File: src/rtl/filter_consts.svh
`ifndef FILTER_CONSTS_SVH
`define FILTER_CONSTS_SVH

// one RGB444 pixel per beat
`define FS_PIXEL_WIDTH 12

// bits per colour channel and number of lanes
`define FS_CHANNEL_WIDTH 4
`define FS_NUM_CHANNELS 3

// saturation value of a single channel
`define FS_CHANNEL_MAX 4'd15

`endif

File: src/rtl/filter_pkg.sv
package filter_pkg;

	// filter selection in the same encoding as filter_num
	typedef enum logic [1:0] {
		COLOUR     = 2'b00,
		BLUR       = 2'b01,
		BRIGHTNESS = 2'b10,
		EDGES      = 2'b11
	} filter_mode_e;

endpackage

File: src/rtl/frame_control.sv
`timescale 1ns/10ps

module frame_control import filter_pkg::*; (
	input  logic         clk,
	input  logic         reset,

	// sink side of the stream
	input  logic         valid_in,
	input  logic         sop_in,
	input  logic         eop_in,
	input  logic [1:0]   filter_num,
	input  logic [1:0]   freq_flag,

	// stall condition from the output register
	input  logic         advance,

	output logic         ready_out,

	// beat control towards lanes and output register
	output logic         accept,
	output logic         restart,
	output logic         beat_sop,
	output logic         beat_eop,
	output filter_mode_e mode,
	output logic [1:0]   level
);

	filter_mode_e mode_q;
	logic [1:0]   level_q;

	// the whole stage moves together, so back pressure is just the stall signal
	assign ready_out = advance;

	assign accept  = valid_in && advance;
	assign restart = accept && sop_in;

	assign beat_sop = valid_in && sop_in;
	assign beat_eop = valid_in && eop_in;

	// a sop beat uses the new selection straight away
	always_comb begin
		if (restart) begin
			mode  = filter_mode_e'(filter_num);
			level = freq_flag;
		end else begin
			mode  = mode_q;
			level = level_q;
		end
	end

	// hold mode and level until the next line starts
	always_ff @(posedge clk) begin
		if (reset) begin
			mode_q  <= COLOUR;
			level_q <= 2'd0;
		end else if (restart) begin
			mode_q  <= filter_mode_e'(filter_num);
			level_q <= freq_flag;
		end
	end

endmodule

File: src/rtl/channel_filter.sv
`timescale 1ns/10ps

`include "filter_consts.svh"

module channel_filter import filter_pkg::*; (
	input  logic                         clk,
	input  logic                         reset,

	input  logic                         accept,
	input  logic                         restart,
	input  filter_mode_e                 mode,
	input  logic [1:0]                   level,

	input  logic [`FS_CHANNEL_WIDTH-1:0] chan_in,
	output logic [`FS_CHANNEL_WIDTH-1:0] chan_out
);

	logic [`FS_CHANNEL_WIDTH-1:0] prev_q;
	logic [`FS_CHANNEL_WIDTH-1:0] prev_eff;
	logic [`FS_CHANNEL_WIDTH-1:0] result;

	// inversion and brightness
	logic [`FS_CHANNEL_WIDTH-1:0] invert_val;
	logic [`FS_CHANNEL_WIDTH:0]   bright_sum;
	logic [`FS_CHANNEL_WIDTH-1:0] bright_val;

	// blur weights add up to 4
	logic [2:0]                   cur_weight;
	logic [`FS_CHANNEL_WIDTH+2:0] prev_wide;
	logic [`FS_CHANNEL_WIDTH+2:0] cur_wide;
	logic [`FS_CHANNEL_WIDTH+2:0] blur_sum;
	logic [`FS_CHANNEL_WIDTH-1:0] blur_val;

	// edge magnitude
	logic [`FS_CHANNEL_WIDTH-1:0] edge_diff;
	logic [`FS_CHANNEL_WIDTH+2:0] edge_shift;
	logic [`FS_CHANNEL_WIDTH-1:0] edge_val;

	// first pixel of a line has no left neighbour
	assign prev_eff = restart ? chan_in : prev_q;

	assign invert_val = `FS_CHANNEL_MAX - chan_in;

	always_comb begin
		bright_sum = {1'b0, chan_in} + {2'b00, level, 1'b0};
		if (bright_sum[`FS_CHANNEL_WIDTH]) begin
			bright_val = `FS_CHANNEL_MAX;
		end else begin
			bright_val = bright_sum[`FS_CHANNEL_WIDTH-1:0];
		end
	end

	always_comb begin
		cur_weight = 3'd4 - {1'b0, level};
		prev_wide  = {3'b000, prev_eff};
		cur_wide   = {3'b000, chan_in};
		blur_sum   = prev_wide * {5'b00000, level} + cur_wide * {4'b0000, cur_weight};
		// divide by 4 and round down
		blur_val   = blur_sum[`FS_CHANNEL_WIDTH+1:2];
	end

	always_comb begin
		if (chan_in >= prev_eff) begin
			edge_diff = chan_in - prev_eff;
		end else begin
			edge_diff = prev_eff - chan_in;
		end
		edge_shift = {3'b000, edge_diff} << level;
		if (edge_shift > {3'b000, `FS_CHANNEL_MAX}) begin
			edge_val = `FS_CHANNEL_MAX;
		end else begin
			edge_val = edge_shift[`FS_CHANNEL_WIDTH-1:0];
		end
	end

	always_comb begin
		result = chan_in;
		case (mode)
			COLOUR: begin
				result = invert_val;
			end
			BLUR: begin
				result = blur_val;
			end
			BRIGHTNESS: begin
				result = bright_val;
			end
			EDGES: begin
				result = edge_val;
			end
			default: begin
				result = chan_in;
			end
		endcase
	end

	always_ff @(posedge clk) begin
		if (reset) begin
			prev_q   <= '0;
			chan_out <= '0;
		end else if (accept) begin
			prev_q   <= chan_in;
			chan_out <= result;
		end
	end

endmodule

File: src/rtl/stream_output.sv
`timescale 1ns/10ps

module stream_output (
	input  logic clk,
	input  logic reset,

	// beat taken by the stage this cycle
	input  logic accept,
	input  logic beat_sop,
	input  logic beat_eop,

	// back pressure from the downstream sink
	input  logic ready_in,

	output logic advance,

	// source side flags
	output logic valid_out,
	output logic sop_out,
	output logic eop_out
);

	logic taken;

	// the sink takes the current output beat
	assign taken = valid_out && ready_in;

	// register can load when it is empty or being drained this cycle
	assign advance = ready_in || !valid_out;

	always_ff @(posedge clk) begin
		if (reset) begin
			valid_out <= 1'b0;
			sop_out   <= 1'b0;
			eop_out   <= 1'b0;
		end else if (accept) begin
			valid_out <= 1'b1;
			sop_out   <= beat_sop;
			eop_out   <= beat_eop;
		end else if (taken) begin
			// drained with nothing behind it
			valid_out <= 1'b0;
			sop_out   <= 1'b0;
			eop_out   <= 1'b0;
		end
	end

endmodule

File: src/rtl/filter_select.sv
`timescale 1ns/10ps

`include "filter_consts.svh"

module filter_select import filter_pkg::*; (
	input  logic                       clk,
	input  logic                       reset,
	input  logic [1:0]                 freq_flag,
	input  logic [1:0]                 filter_num,

	// sink
	input  logic [`FS_PIXEL_WIDTH-1:0] data_in,
	input  logic                       sop_in,
	input  logic                       eop_in,
	input  logic                       valid_in,

	// back pressure from the next stage
	input  logic                       ready_in,

	// back pressure to the previous stage
	output logic                       ready_out,

	// source
	output logic [`FS_PIXEL_WIDTH-1:0] data_out,
	output logic                       sop_out,
	output logic                       eop_out,
	output logic                       valid_out
);

	logic         advance;
	logic         accept;
	logic         restart;
	logic         beat_sop;
	logic         beat_eop;
	filter_mode_e mode;
	logic [1:0]   level;

	// channel 0 sits in the low nibble
	logic [`FS_NUM_CHANNELS-1:0][`FS_CHANNEL_WIDTH-1:0] lane_in;
	logic [`FS_NUM_CHANNELS-1:0][`FS_CHANNEL_WIDTH-1:0] lane_out;

	assign lane_in  = data_in;
	assign data_out = lane_out;

	frame_control i_frame_control (
		.clk        (clk),
		.reset      (reset),
		.valid_in   (valid_in),
		.sop_in     (sop_in),
		.eop_in     (eop_in),
		.filter_num (filter_num),
		.freq_flag  (freq_flag),
		.advance    (advance),
		.ready_out  (ready_out),
		.accept     (accept),
		.restart    (restart),
		.beat_sop   (beat_sop),
		.beat_eop   (beat_eop),
		.mode       (mode),
		.level      (level)
	);

	for (genvar i = 0; i < `FS_NUM_CHANNELS; i++) begin : gen_lane
		channel_filter i_lane (
			.clk      (clk),
			.reset    (reset),
			.accept   (accept),
			.restart  (restart),
			.mode     (mode),
			.level    (level),
			.chan_in  (lane_in[i]),
			.chan_out (lane_out[i])
		);
	end

	stream_output i_stream_output (
		.clk       (clk),
		.reset     (reset),
		.accept    (accept),
		.beat_sop  (beat_sop),
		.beat_eop  (beat_eop),
		.ready_in  (ready_in),
		.advance   (advance),
		.valid_out (valid_out),
		.sop_out   (sop_out),
		.eop_out   (eop_out)
	);

endmodule

File: config.mk
export PLATFORM = sky130hd
export DESIGN_NAME = filter_select
export DESIGN_NICKNAME = d
export VERILOG_FILES = /design/src/rtl/filter_pkg.sv /design/src/rtl/frame_control.sv /design/src/rtl/channel_filter.sv /design/src/rtl/stream_output.sv /design/src/rtl/filter_select.sv
export VERILOG_INCLUDE_DIRS = /design/src /design/src/rtl
export SDC_FILE = /design/constraint.sdc
export NUM_CORES = 1
export LEC_CHECK = 0
export BUFFER_PORTS_ARGS = -buffer_cell sky130_fd_sc_hd__buf_2
export CAP_MARGIN = 20
export CORE_MARGIN = 2
export CORE_UTILIZATION = 60
export DETAILED_ROUTE_END_ITERATION = 10
export PLACE_DENSITY_LB_ADDON = 0.3
export REMOVE_ABC_BUFFERS = 1
export SKIP_LAST_GASP = 1
export SLEW_MARGIN = 30
export SYNTH_ARGS = -nofsm -noshare
export SYNTH_HDL_FRONTEND = slang
export SYNTH_SLANG_ARGS = --single-unit
File: constraint.sdc
create_clock -name clk -period 7.35 [get_ports clk]
set_clock_uncertainty 0.2 [all_clocks]
set_input_delay 1.47 -clock clk [delete_from_list [all_inputs] [get_ports clk]]
set_output_delay 1.47 -clock clk [all_outputs]
set_load 0.1 [all_outputs]
# == Yosys cells after proc, flatten, opt, wreduce, memory -nomap -nowiden ==
# Cells that the tools add are included.
# totals
ff_bits,31
input_bits,22
output_inout_bits,16
word_cells,75
# classes
addsub,16
n_mul,6
n_lt_le_gt_ge,6
eq_ne,3
n_shift,3
mux,21
n_reduce_logical,9
# ops
op,count
$mux W4,12
$pmux W4 S4,3
$sub A4 B4 Y4,6
$gt A7 B4 Y1 const B,3
$shl A4 B2 Y7,3
$add A6 B6 Y6,3
$mul A4 B2 Y6,3
$mul A4 B3 Y6,3
$add A4 B3 Y5,3
$ge A4 B4 Y1,3
$sub A4 B4 Y4 const A,3
$logic_and A1 B1 Y1,5
$eq A2 B2 Y1 const B,2
$mux W1,4
$mux W2,2
$sub A3 B2 Y3 const A,1
$eq A2 B1 Y1 const B,1
$logic_not A2 Y1,1
$reduce_bool A2 Y1,1
$logic_not A1 Y1,1
$logic_or A1 B1 Y1,1

# == Depth between registers and ports, before layout ==
# Gate-level depths: netlist (run 1).
# logic_depth
ltp_word,11
depth_mapped,24
depth_no_buf,22

# == Cells and area by module ==
# Synthesis (run 1) repeated with hierarchy kept, for this count alone.
# hier_totals
cells_unflattened,623
hier_area_um2,4988.5
# modules_own_cells
mod,instances,cells_per_inst,area_per_inst_um2,seq_area_each_um2
channel_filter at gen_lane[0].i_lane,1,196,1545.2,160.2
channel_filter at gen_lane[2].i_lane,1,191,1526.5,160.2
channel_filter at gen_lane[1].i_lane,1,197,1519.0,160.2
frame_control,1,26,281.5,80.1
stream_output,1,13,116.4,60.1

# == Worst setup path before layout (run 1) ==
# OpenSTA, ideal clock, no wires.
# synth_path
path_kind,input to register
from,input port ready_in
to,register gen_lane[0].i_lane.chan_out[3]
setup_time_ps,103
arrival_ps,6044
required_time_ps,7047
slack_ps,1003
cell_stages,21
n_path_buf,3
cell_sequence,nor2b_4 inv_2 nand3_1 and2_1 buf_6 inv_2 buf_4 clkbuf_1 nand2_1 fa_1 fa_1 inv_1 fa_1 fa_1 a21o_1 a21oi_1 xnor2_1 xnor2_1 a21oi_1 a21oi_1 a2111oi_2
# synth_via
elab_cells_between_ends,24
classes_between,add/sub: 5; mul: 2; order compare: 2; eq/ne: 3; shift: 1; mux: 7; reduce/logical: 4
# synth_lines
element,line,rtl
"start, declared",filter_select.sv:18,"input logic ready_in,"
$logic_or A1 B1 Y1,stream_output.sv:29,assign advance = ready_in || !valid_out;
named net ready_out,filter_select.sv:21,"output logic ready_out,"
$logic_and A1 B1 Y1,frame_control.sv:34,assign accept = valid_in && advance;
$logic_and A1 B1 Y1,frame_control.sv:35,assign restart = accept && sop_in;
$mux W2,n/a,
$sub A3 B2 Y3,channel_filter.sv:54,"cur_weight = 3'd4 - {1'b0, level};"
named net gen_lane[0].i_lane.cur_weight[0],channel_filter.sv:28,logic [2:0] cur_weight;
$mul A4 B3 Y6,channel_filter.sv:57,"blur_sum = prev_wide * {5'b00000, level} + cur_wide * {4'b0000, cur_weight};"
$add A6 B6 Y6,channel_filter.sv:57,
$pmux W4 S4,channel_filter.sv:78,case (mode)
"end signal, assigned",channel_filter.sv:103,chan_out <= result;
"end, declared",channel_filter.sv:15,output logic [`FS_CHANNEL_WIDTH-1:0] chan_out
# The timed path passes the listed nets, and every way through them passes these cells.
# A chain may end at the register's enable or synchronous reset.

# == Worst setup path in the final report (run 1) ==
# layout_path
from,input port valid_in
to,register gen_lane[1].i_lane.chan_out[3]
# layout_via
elab_chain_cells,9
elab_cells_between_ends,23
classes_between,add/sub: 5; mul: 2; order compare: 2; eq/ne: 3; shift: 1; mux: 7; reduce/logical: 3
# layout_lines
element,line,rtl
"start, declared",filter_select.sv:15,"input logic valid_in,"
$logic_and A1 B1 Y1 (*),frame_control.sv:34,
"parallel branches: the longest is 8 deep, another holds $mul A4 B3 Y6",n/a,
"end signal, assigned",channel_filter.sv:103,
"end, declared",channel_filter.sv:15,
# Mark *: on every way between the ends.

==> impl_metrics.ini, run 1 <==
[status]
outcome = finished clean

[global_routing]
grt.total_usage_pct = 32.8
grt_max_degree = 34
first_global_vias = 4755
grt.overflow.total = 0
antenna_found_initial = 0
grt_pass1_wl_um = 22900

[sta]
min_period_ns = 6.52
drv_slew = 0
setup_viol = 0
hold_viol = 0
fin_tns_setup_ns = 0
fin_crit_sh_pct = 88.7
rsz0062_at_grt = no
finalWorstSetupSlack_ns = 0.834
worst_slew_margin_rel_pct = 47.1
worst_pin_slew_ns = 0.787
fmax_mhz = 153

[setup_path]
crit_chain = buf_2, nand2_4, nor2_8, mux2i_2, nand2_1, nand2_1, nand2_1, fa_1, fa_1, inv_1, fa_1, fa_1, a21o_1, a21oi_1, xnor2_1, and3_1, o211ai_1, o21ai_0, a31oi_1
critPathMaxStageDelay_ns = 0.55
critPathMaxFanout = 16
crit_type = in -> reg
crit_slowest_cell = fa_1
critPathTopFamily = adder cells
crit_path_start_kind = primary input
worstPathArrival_ns = 6.55
cp.buffers_inverters = 2
cp_common_cell = fa_1
end_kind = flip-flop
critPathRequiredTime_ns = 7.39

[layout]
drive_gt1_share_pct = 13.2
synthToLayoutAreaGrowth_pct = 6.36
antenna_cells = 0
nets = 754

[yosys]
synth_common_cells = nand2_1 (86), a21oi_1 (58), ha_1 (54), inv_1 (54), nor2_1 (51)
ys.flop_type = dfxtp_1
synth_top_area_cell = ha_1
syn_inst = 626
yosys.area_share.simple_pct = 19.1
synth_top_family_by_area = adder cells
async_reset_ff_share_pct = 0
synth_fa_ha_area_share_pct = 27.6
synth_top_area_share_pct = 14.0
synth_area_um2 = 4840
synth_edf_count = 0
ys_seq_area_share_pct = 12.8
synth_compound_area_share_pct = 22.5
ys_warn_count = 0
avgSynthCellArea_um2 = 7.73
ys_top_cells_by_area = ha_1 (14%), fa_1 (14%), dfxtp_1 (13%)
synthDistinctLibCells = 66
synthMuxAreaShare_pct = 5.79
ys_ff_latch = 31
synth-xor-area-share_pct = 4.35
synth.most_common_cell = nand2_1

[clock_tree]
h-tree-depth = 2
clock-root-buffer = clkbuf_8
cts_made_buffers = 5
clock-sinks = 31
clk_pin_slew_ns = 0.08
cts_resized = 0
cts_hold_buf = 0
cts_setup_buffers = 0
cts_tree = yes
clock_latency_ns = 0.30
cts.path.max_buffers = 2

[detailed_routing]
vias = 4783
post_drt_wl_per_cell_um = 18.6
drt_first_pass_iters = 5
drt-total-wl_um = 13900
ant_nets = 0
drc_errors = 0
avgViaCountPerCell = 6.39
drt_iter0_markers = 422

[power]
power_frac_clock_pct = 19.2
p_sw_w = 0.000405
powerDensity_nw_per_um2 = 163
p_seq_share_pct = 22.6
power_leakage_nw = 2.37
combPwrFrac_pct = 58.3
swShare_pct = 48.4
ir_drop_uv = 69.0
p_int_w = 0.000431

[placement]
finalWeightedCongestion = 0.994
io_buffers = 37
dpl.hpwl_um = 10600
pre_cts_ws_ns = 0.587

[die]
die_h_um = 93.8
die-area_um2 = 8800
placeableCoreArea_um2 = 7770
start_util_pct = 62.3
row_count = 32
io_pins = 38
die_w_um = 93.8

[run]
drv_cap = 0

[min_path]
holdCritPathClass = reg -> reg
-- placed cells by master (no fill, tap or decap), types with 4 or more instances in the layout --
cell       n
a21o_1    10
dfxtp_1   31
buf_2     37
inv_1     54
nand2b_1   9
fa_1      33
a31oi_1   13
a21oi_1   58
and2_1     8
nand3_1   12
xnor2_1   14
o21ai_0   28
nor3_1     9
nand2_1   86
a311oi_1   4
ha_1      54
mux2i_1   11
nor2b_1    6
xor2_1    10
buf_4      7
a221oi_1   4
and3_1     4
mux2_2    13
nor2_1    51
a211oi_1   7
or2_2      5
o211ai_1   7
clkbuf_8   7
-- layer usage --
layer  global-route usage [%]  vias to the layer above  wire length (um)
li1                         -                     2212                 -
met1                     40.7                     2280              5770
met2                     56.3                      229              6740
met3                     3.45                       62               818
met4                     16.8                        0               609
met5                        0                        -                 0
-- worst paths after layout --
kind / start / to / slack, ns / cells past startpoint
worst max register to register: i_stream_output.valid_out / gen_lane[1].i_lane.chan_out[3] / 1.78 / 18
worst min register to register: gen_lane[0].i_lane.prev_q[1] / gen_lane[0].i_lane.prev_q[1] / 0.26 / 2
worst min-delay path: gen_lane[0].i_lane.prev_q[1] / gen_lane[0].i_lane.prev_q[1] / 0.26 / 2
worst max-delay path: valid_in / gen_lane[1].i_lane.chan_out[3] / 0.83 / 19
-- cell type report --
cell class | instances | area (um^2)
flip-flops and latches | 31 | 621
inverters | 57 | 214
clock buffers | 7 | 96.3
multi-input cells | 506 | 3840
well taps | 102 | 128
clock inverters | 1 | 7.51
fillers | 673 | 2620
repair buffers | 44 | 238
-- cell families (layout without fill, tap and decap cells) --
logic type | count (synthesis) | after routing
mux | 26 | 26
compound gates | 168 | 168
simple gates | 201 | 201
buf+inv | 89 | 109
fa+ha+maj | 87 | 87
xor+xnor | 24 | 24
flops | 31 | 31
-- flip-flops by register name, indices dropped and copies added (netlist names) --
name,count
gen_lane.i_lane.chan_out,12
gen_lane.i_lane.prev_q,12
i_frame_control.level_q,2
i_frame_control.mode_q,2
i_stream_output.eop_out,1
i_stream_output.sop_out,1
i_stream_output.valid_out,1
-- worst min-delay path, cell delays in order (launching register included) --
cell	delay, ns
dfxtp_1	0.31
nand2_1	0.05
a21oi_1	0.05
-- power by group through the flow --
stage	Clock (W)	Sequential (W)	Combinational (W)
3_5_place_dp	0	0.000193	0.000475
4_1_cts	0.000161	0.000189	0.000479
5_1_grt	0.000167	0.000190	0.000531
3_3_place_gp	0	0.000192	0.000459
2_1_floorplan	0	0.000250	0.000297
6_report	0.000160	0.000189	0.000487
-- per-stage QoR --
step | power [W] | area (um^2) | hold slack (ns) | std cells | util, %
after global routing | 0.000889 | 5140 | 0.294 | 748 | 66.2
after floorplan | 0.000547 | 4670 | 0.228 | 594 | -
after CTS | 0.000828 | 5140 | 0.262 | 748 | 66.2
final | 0.000836 | 5140 | 0.263 | 748 | 66.2
after global placement | 0.000651 | 5040 | 0.243 | 740 | 64.9
after detailed placement | 0.000668 | 5040 | 0.252 | 740 | 64.9
Note: power is estimated with default switching activity, not from simulation.
==> inputs of run 2 (changes only) <==
--- a/config.mk
+++ b/config.mk
@@ -6,6 +6,7 @@
 export SDC_FILE = /design/constraint.sdc
 export NUM_CORES = 1
 export LEC_CHECK = 0
+export ABC_AREA = 1
 export BUFFER_PORTS_ARGS = -buffer_cell sky130_fd_sc_hd__buf_2
 export CAP_MARGIN = 20
 export CORE_MARGIN = 2
==> constraint.sdc (replaced) <==
create_clock -name clk -period 7.35 [get_ports clk]
set_clock_uncertainty 0.2 [all_clocks]
set_input_delay 1.47 -clock clk [delete_from_list [all_inputs] [get_ports clk]]
set_output_delay 1.47 -clock clk [all_outputs]
set_load 0.01 [all_outputs]
==> run 2 against run 1 <==
  * Clock-buffer cell count shrank 1
  * Worst setup slack improved by 0.25 ns
  * Clock power grew 17%
  * First-iteration DRC count decreased by 13%
  * Largest power group unchanged
  * Utilization decreased by 0.53 points
  * Final area down 1.3%
  * Sequential share of layout area increased by 0.16 points
  * Total power increased by 12%
  * Cell count rose by 14%
  * Global-route usage shrank 1.3 points
==> impl_metrics.ini, run 2 <==
[setup_path]
crit_path_start_kind = primary input
r2r-start = i_stream_output.valid_out
r2r_slack_ns = 2.03
worstPathArrival_ns = 6.23
critPathRequiredTime_ns = 7.32
critPathMaxFanout = 25
r2r_end = gen_lane[0].i_lane.chan_out[3]
crit_type = in -> reg
end_kind = flip-flop
rr_worst_depth = 25

[die]
io_pins = 38
placeableCoreArea_um2 = 7730
start_util_pct = 61.7
die_w_um = 93.1
die-area_um2 = 8670
row_count = 32
die_h_um = 93.1

[clock_tree]
cts_tree = yes
cts_hold_buf = 0
clock_latency_ns = 0.30
cts.path.max_buffers = 2
clock-root-buffer = clkbuf_8
clk_pin_slew_ns = 0.09
cts_setup_buffers = 0
cts_resized = 0
cts_made_buffers = 5
clock-sinks = 31
h-tree-depth = 2

[yosys]
synth_area_um2 = 4770
synth.most_common_cell = nand2_1
syn_inst = 729
async_reset_ff_share_pct = 0
synthDistinctLibCells = 36
ys_seq_area_share_pct = 13.0
ys_ff_latch = 31
synth_edf_count = 0
synth_top_area_share_pct = 16.6
avgSynthCellArea_um2 = 6.54
ys_top_cells_by_area = nand2_1 (17%), ha_1 (14%), fa_1 (14%)
synth_common_cells = nand2_1 (211), inv_1 (106), nor2_1 (62)
ys_warn_count = 0
synth_top_area_cell = nand2_1
ys.flop_type = dfxtp_1

[detailed_routing]
drt_iter0_markers = 367
avgViaCountPerCell = 5.65
drt-total-wl_um = 13200
drt_first_pass_iters = 6
drc_errors = 0
ant_nets = 0
post_drt_wl_per_cell_um = 15.4
vias = 4829

[sta]
rsz0062_at_grt = no
hold_slack_ns = 0.263
hold_viol = 0
fmax_mhz = 160
min_period_ns = 6.26
drv_slew = 0
worst_slew_margin_rel_pct = 54.9
fin_crit_sh_pct = 85.2
fin_tns_setup_ns = 0
worst_pin_slew_ns = 0.677
setup_viol = 0

[placement]
dpl.hpwl_um = 9710
finalWeightedCongestion = 0.954
io_buffers = 37

[layout]
antenna_cells = 0
final_cell_mix = nand2_1 (211), inv_1 (105), nor2_1 (62)
nets = 861
drive_gt1_share_pct = 10.1
synthToLayoutAreaGrowth_pct = 6.51
reg_top3 = gen_lane.i_lane.chan_out x12, gen_lane.i_lane.prev_q x12
fillers = 697
final_common_cell = nand2_1

[power]
ir_drop_uv = 92.1
power_leakage_nw = 2.80
powerDensity_nw_per_um2 = 184

[min_path]
holdPathEnd = gen_lane[2].i_lane.chan_out[1]
holdCritPathClass = reg -> reg
min_from = gen_lane[2].i_lane.chan_out[1]
holdPathStages = 2

[global_routing]
grt.total_usage_pct = 31.5
first_global_vias = 4594
antenna_found_initial = 0
grt_max_degree = 32
grt_pass1_wl_um = 21500
grt.overflow.total = 0

[run]
drv_cap = 0

[status]
outcome = finished clean
## run 2: area by class of cell
cell class | count | area, um^2 | share of cell area [%]
multi-input cells | 562 | 3570 | 70.3
inverters | 110 | 418 | 8.23
clock buffers | 6 | 82.6 | 1.63
clock inverters | 2 | 35.0 | 0.690
well taps | 102 | 128 | 2.51
flip-flops and latches | 31 | 621 | 12.2
repair buffers | 42 | 223 | 4.39
## run 2: worst max-delay path, cell delays in order
cell,delay (ns)
buf_2,0.10
inv_2,0.04
nand2_4,0.07
nand3_4,0.21
o21ai_4,0.18
buf_4,0.32
nand2_2,0.17
nand2_1,0.28
inv_1,0.17
nand2_1,0.12
fa_1,0.45
fa_1,0.54
inv_1,0.05
fa_1,0.53
fa_1,0.47
a21oi_1,0.19
nor2_1,0.05
nor2_1,0.12
nand3_1,0.09
nand2_1,0.10
inv_1,0.05
nand2_1,0.05
nand2_1,0.06
a21oi_1,0.14
nand2_1,0.07
nand2_1,0.06
a21oi_1,0.05
## run 2: report_power, final
group | total [W] | leakage [nW] | switching [W] | internal (W)
combinational | 0.000557 | 2.49 | 0.000355 | 0.000202
sequential | 0.000189 | 0.256 | 0.00000650 | 0.000182
clock | 0.000187 | 0.0612 | 0.0000776 | 0.000110
total | 0.000933 | 2.80 | 0.000439 | 0.000494
## run 2: logic make-up after synthesis
| group | after synthesis | synth area share, % |
|---|---|---|
| simple gates | 365 | 32.9 |
| buf+inv | 136 | 12.1 |
| compound gates | 102 | 12.5 |
| fa+ha+maj | 87 | 28.0 |
| flops | 31 | 13.0 |
| xor+xnor | 8 | 1.47 |
## run 2: per-stage QoR
step	cells	power (W)	setup slack (ns)	util (%)	area [um^2]
floorplan	703	0.000602	0.980	-	4610
global placement	847	0.000713	1.11	64.2	4960
detailed placement	847	0.000735	0.878	64.2	4960
CTS	855	0.000928	1.21	65.7	5080
global route	855	0.00102	0.778	65.7	5080
finish	855	0.000933	1.09	65.7	5080
## run 2: per-layer routing
| metal | vias to the layer above | track usage, % | routed length [um] |
|---|---|---|---|
| met3 | 39 | 3.63 | 962 |
| met4 | 0 | 10.8 | 379 |
| met1 | 2200 | 38.1 | 5260 |
| li1 | 2362 | - | - |
| met5 | - | 0 | 0 |
| met2 | 228 | 57.9 | 6600 |
## run 2: worst max path at each step
stage / slack [ns] / startpoint / endpoint / cells after the start
4_1_cts: 1.21 / ready_in / gen_lane[0].i_lane.chan_out[3] / 27
3_3_place_gp: 1.11 / ready_in / gen_lane[0].i_lane.chan_out[3] / 27
3_5_place_dp: 0.88 / ready_in / gen_lane[0].i_lane.chan_out[3] / 27
6_report: 1.09 / ready_in / gen_lane[0].i_lane.chan_out[3] / 27
5_1_grt: 0.78 / ready_in / gen_lane[0].i_lane.chan_out[3] / 27
2_1_floorplan: 0.98 / ready_in / gen_lane[0].i_lane.chan_out[3] / 26
==> inputs of run 3 (changes only) <==
--- a/config.mk
+++ b/config.mk
@@ -10,8 +10,9 @@
 export BUFFER_PORTS_ARGS = -buffer_cell sky130_fd_sc_hd__buf_2
 export CAP_MARGIN = 20
 export CORE_MARGIN = 2
-export CORE_UTILIZATION = 60
+export CORE_UTILIZATION = 43
 export DETAILED_ROUTE_END_ITERATION = 10
+export HOLD_SLACK_MARGIN = 0.15
 export PLACE_DENSITY_LB_ADDON = 0.3
 export REMOVE_ABC_BUFFERS = 1
 export SKIP_LAST_GASP = 1
==> constraint.sdc (replaced) <==
create_clock -name clk -period 6.2 [get_ports clk]
set_clock_uncertainty 0.2 [all_clocks]
set_input_delay 1.24 -clock clk [delete_from_list [all_inputs] [get_ports clk]]
set_output_delay 1.24 -clock clk [all_outputs]
set_load 0.01 [all_outputs]
==> run 3 against run 2 <==
  * Die area increased by 38%
  * Largest power group unchanged
  * Global-route usage shrank 9.0 points
  * Clock power fell by 14%
  * Critical path type unchanged
==> impl_metrics.ini, run 3 (synthesized netlist as in run 2, its figures left out) <==
[status]
outcome = finished clean

[global_routing]
first_global_vias = 4532
grt.overflow.total = 0
grt_max_degree = 32
antenna_found_initial = 0
grt.total_usage_pct = 22.5
grt_pass1_wl_um = 21200

[run]
drv_cap = 0

[die]
die-area_um2 = 11900
die_h_um = 109
start_util_pct = 44.0
placeableCoreArea_um2 = 10800
row_count = 38
io_pins = 38
die_w_um = 109

[setup_path]
cp.buffers_inverters = 5
critPathMaxStageDelay_ns = 0.54
end_kind = flip-flop
critPathTopFamily = adder cells
r2r-start = i_stream_output.valid_out
r2r_slack_ns = 1.44
crit_slowest_cell = fa_1
rr_worst_depth = 25
crit_path_start_kind = primary input
r2r_end = gen_lane[0].i_lane.chan_out[3]
worstPathArrival_ns = 5.43
critPathMaxFanout = 16
cp_common_cell = nand2_1
crit_type = in -> reg
critPathRequiredTime_ns = 6.15

[clock_tree]
clock-sinks = 31
cts_setup_buffers = 0
cts_hold_buf = 0
clk_pin_slew_ns = 0.07
h-tree-depth = 2
cts_resized = 0
clock_latency_ns = 0.29
cts.path.max_buffers = 2
clock-root-buffer = clkbuf_8
cts_made_buffers = 5
cts_tree = yes

[detailed_routing]
ant_nets = 0
top_layer = met4
wl_met2_um = 6040
drt_first_pass_iters = 5
wl_met1_um = 5600
avgViaCountPerCell = 5.29
drc_errors = 0
vias = 4743
post_drt_wl_per_cell_um = 14.4
wl_met3_um = 924
drt_iter0_markers = 292
drt-total-wl_um = 12900

[layout]
drive_gt1_share_pct = 10.1
synthToLayoutAreaGrowth_pct = 7.22
reg_top3 = gen_lane.i_lane.chan_out x12, gen_lane.i_lane.prev_q x12
final_common_cell = nand2_1
fillers = 1131
final_cells = 896
antenna_cells = 0
multi_input_area_um2 = 3570
final_cell_mix = nand2_1 (211), inv_1 (106), nor2_1 (62)
nets = 864
ff_latch_area_um2 = 621
final_util_pct = 47.1

[power]
swShare_pct = 48.6
power_frac_clock_pct = 15.3
p_int_w = 0.000537
ir_drop_uv = 81.7
p_sw_w = 0.000507
power_leakage_nw = 2.80
powerDensity_nw_per_um2 = 204
combPwrFrac_pct = 63.2
p_seq_share_pct = 21.5

[min_path]
holdPathEnd = gen_lane[0].i_lane.chan_out[3]
min_from = gen_lane[0].i_lane.chan_out[3]
holdPathStages = 2
holdCritPathClass = reg -> reg

[sta]
worst_pin_slew_ns = 0.960
hold_slack_ns = 0.262
rsz0062_at_grt = no
worst_slew_margin_rel_pct = 36.0
hold_viol = 0
fmax_mhz = 182
setup_viol = 0
fin_crit_sh_pct = 88.4
min_period_ns = 5.48
drv_slew = 0
fin_tns_setup_ns = 0
finalWorstSetupSlack_ns = 0.717

[placement]
dp.cells = 888
io_buffers = 37
pre_cts_ws_ns = 0.411
dpl.hpwl_um = 10000
finalWeightedCongestion = 0.933
==> run 3: cell count changes in the layout (fill, tap and decap cells not counted), sizes merged <==
cell | previous run | this run
buf | 42 | 45
bufinv | 1 | 0
clkbuf | 6 | 7
==> run 3: how the worst max path moves through the flow <==
stage,start,endpoint,cells after the start
floorplan,ready_in,gen_lane[0].i_lane.chan_out[3],26
global placement,ready_in,gen_lane[2].i_lane.chan_out[3],27
detailed placement,ready_in,gen_lane[0].i_lane.chan_out[3],27
CTS,ready_in,gen_lane[0].i_lane.chan_out[3],27
global route,ready_in,gen_lane[0].i_lane.chan_out[3],27
finish,ready_in,gen_lane[0].i_lane.chan_out[3],27
==> run 3: power by group through the flow <==
stage	logic, W	registers (W)	clock network (W)
2_1_floorplan	0.000481	0.000232	0
3_3_place_gp	0.000631	0.000229	0
3_5_place_dp	0.000650	0.000229	0
4_1_cts	0.000655	0.000225	0.000164
5_1_grt	0.000759	0.000227	0.000172
6_report	0.000660	0.000225	0.000160
==> run 3: per-layer routing <==
| metal | vias up | track usage (%) |
|---|---|---|
| met5 | - | 0 |
| met4 | 0 | 7.05 |
| met3 | 33 | 3.32 |
| met2 | 170 | 39.2 |
| met1 | 2170 | 28.8 |
| li1 | 2370 | - |
==> run 3: worst min-delay path, delay by kind of cell (launching register included) <==
kind / cells / cell delay [ns]
AOI/OAI and AO/OA: 1 / 0.05
DFF: 1 / 0.31
and+or+nand+nor: 1 / 0.06
==> run 3: final cells by class <==
type                            count  share of cell area (%)
Clock buffer                        7                    1.49
Multi-Input combinational cell    562                    69.9
Clock inverter                      1                  0.0979
Timing Repair Buffer               45                    4.80
Inverter                          110                    8.18
Tap cell                          140                    3.43
Sequential cell                    31                    12.1
==> run 3: stage by stage <==
stage	area, um^2	power [W]
6_report	5110	0.00104
5_1_grt	5110	0.00116
4_1_cts	5110	0.00104
3_5_place_dp	5030	0.000880
3_3_place_gp	5030	0.000860
2_1_floorplan	4610	0.000713
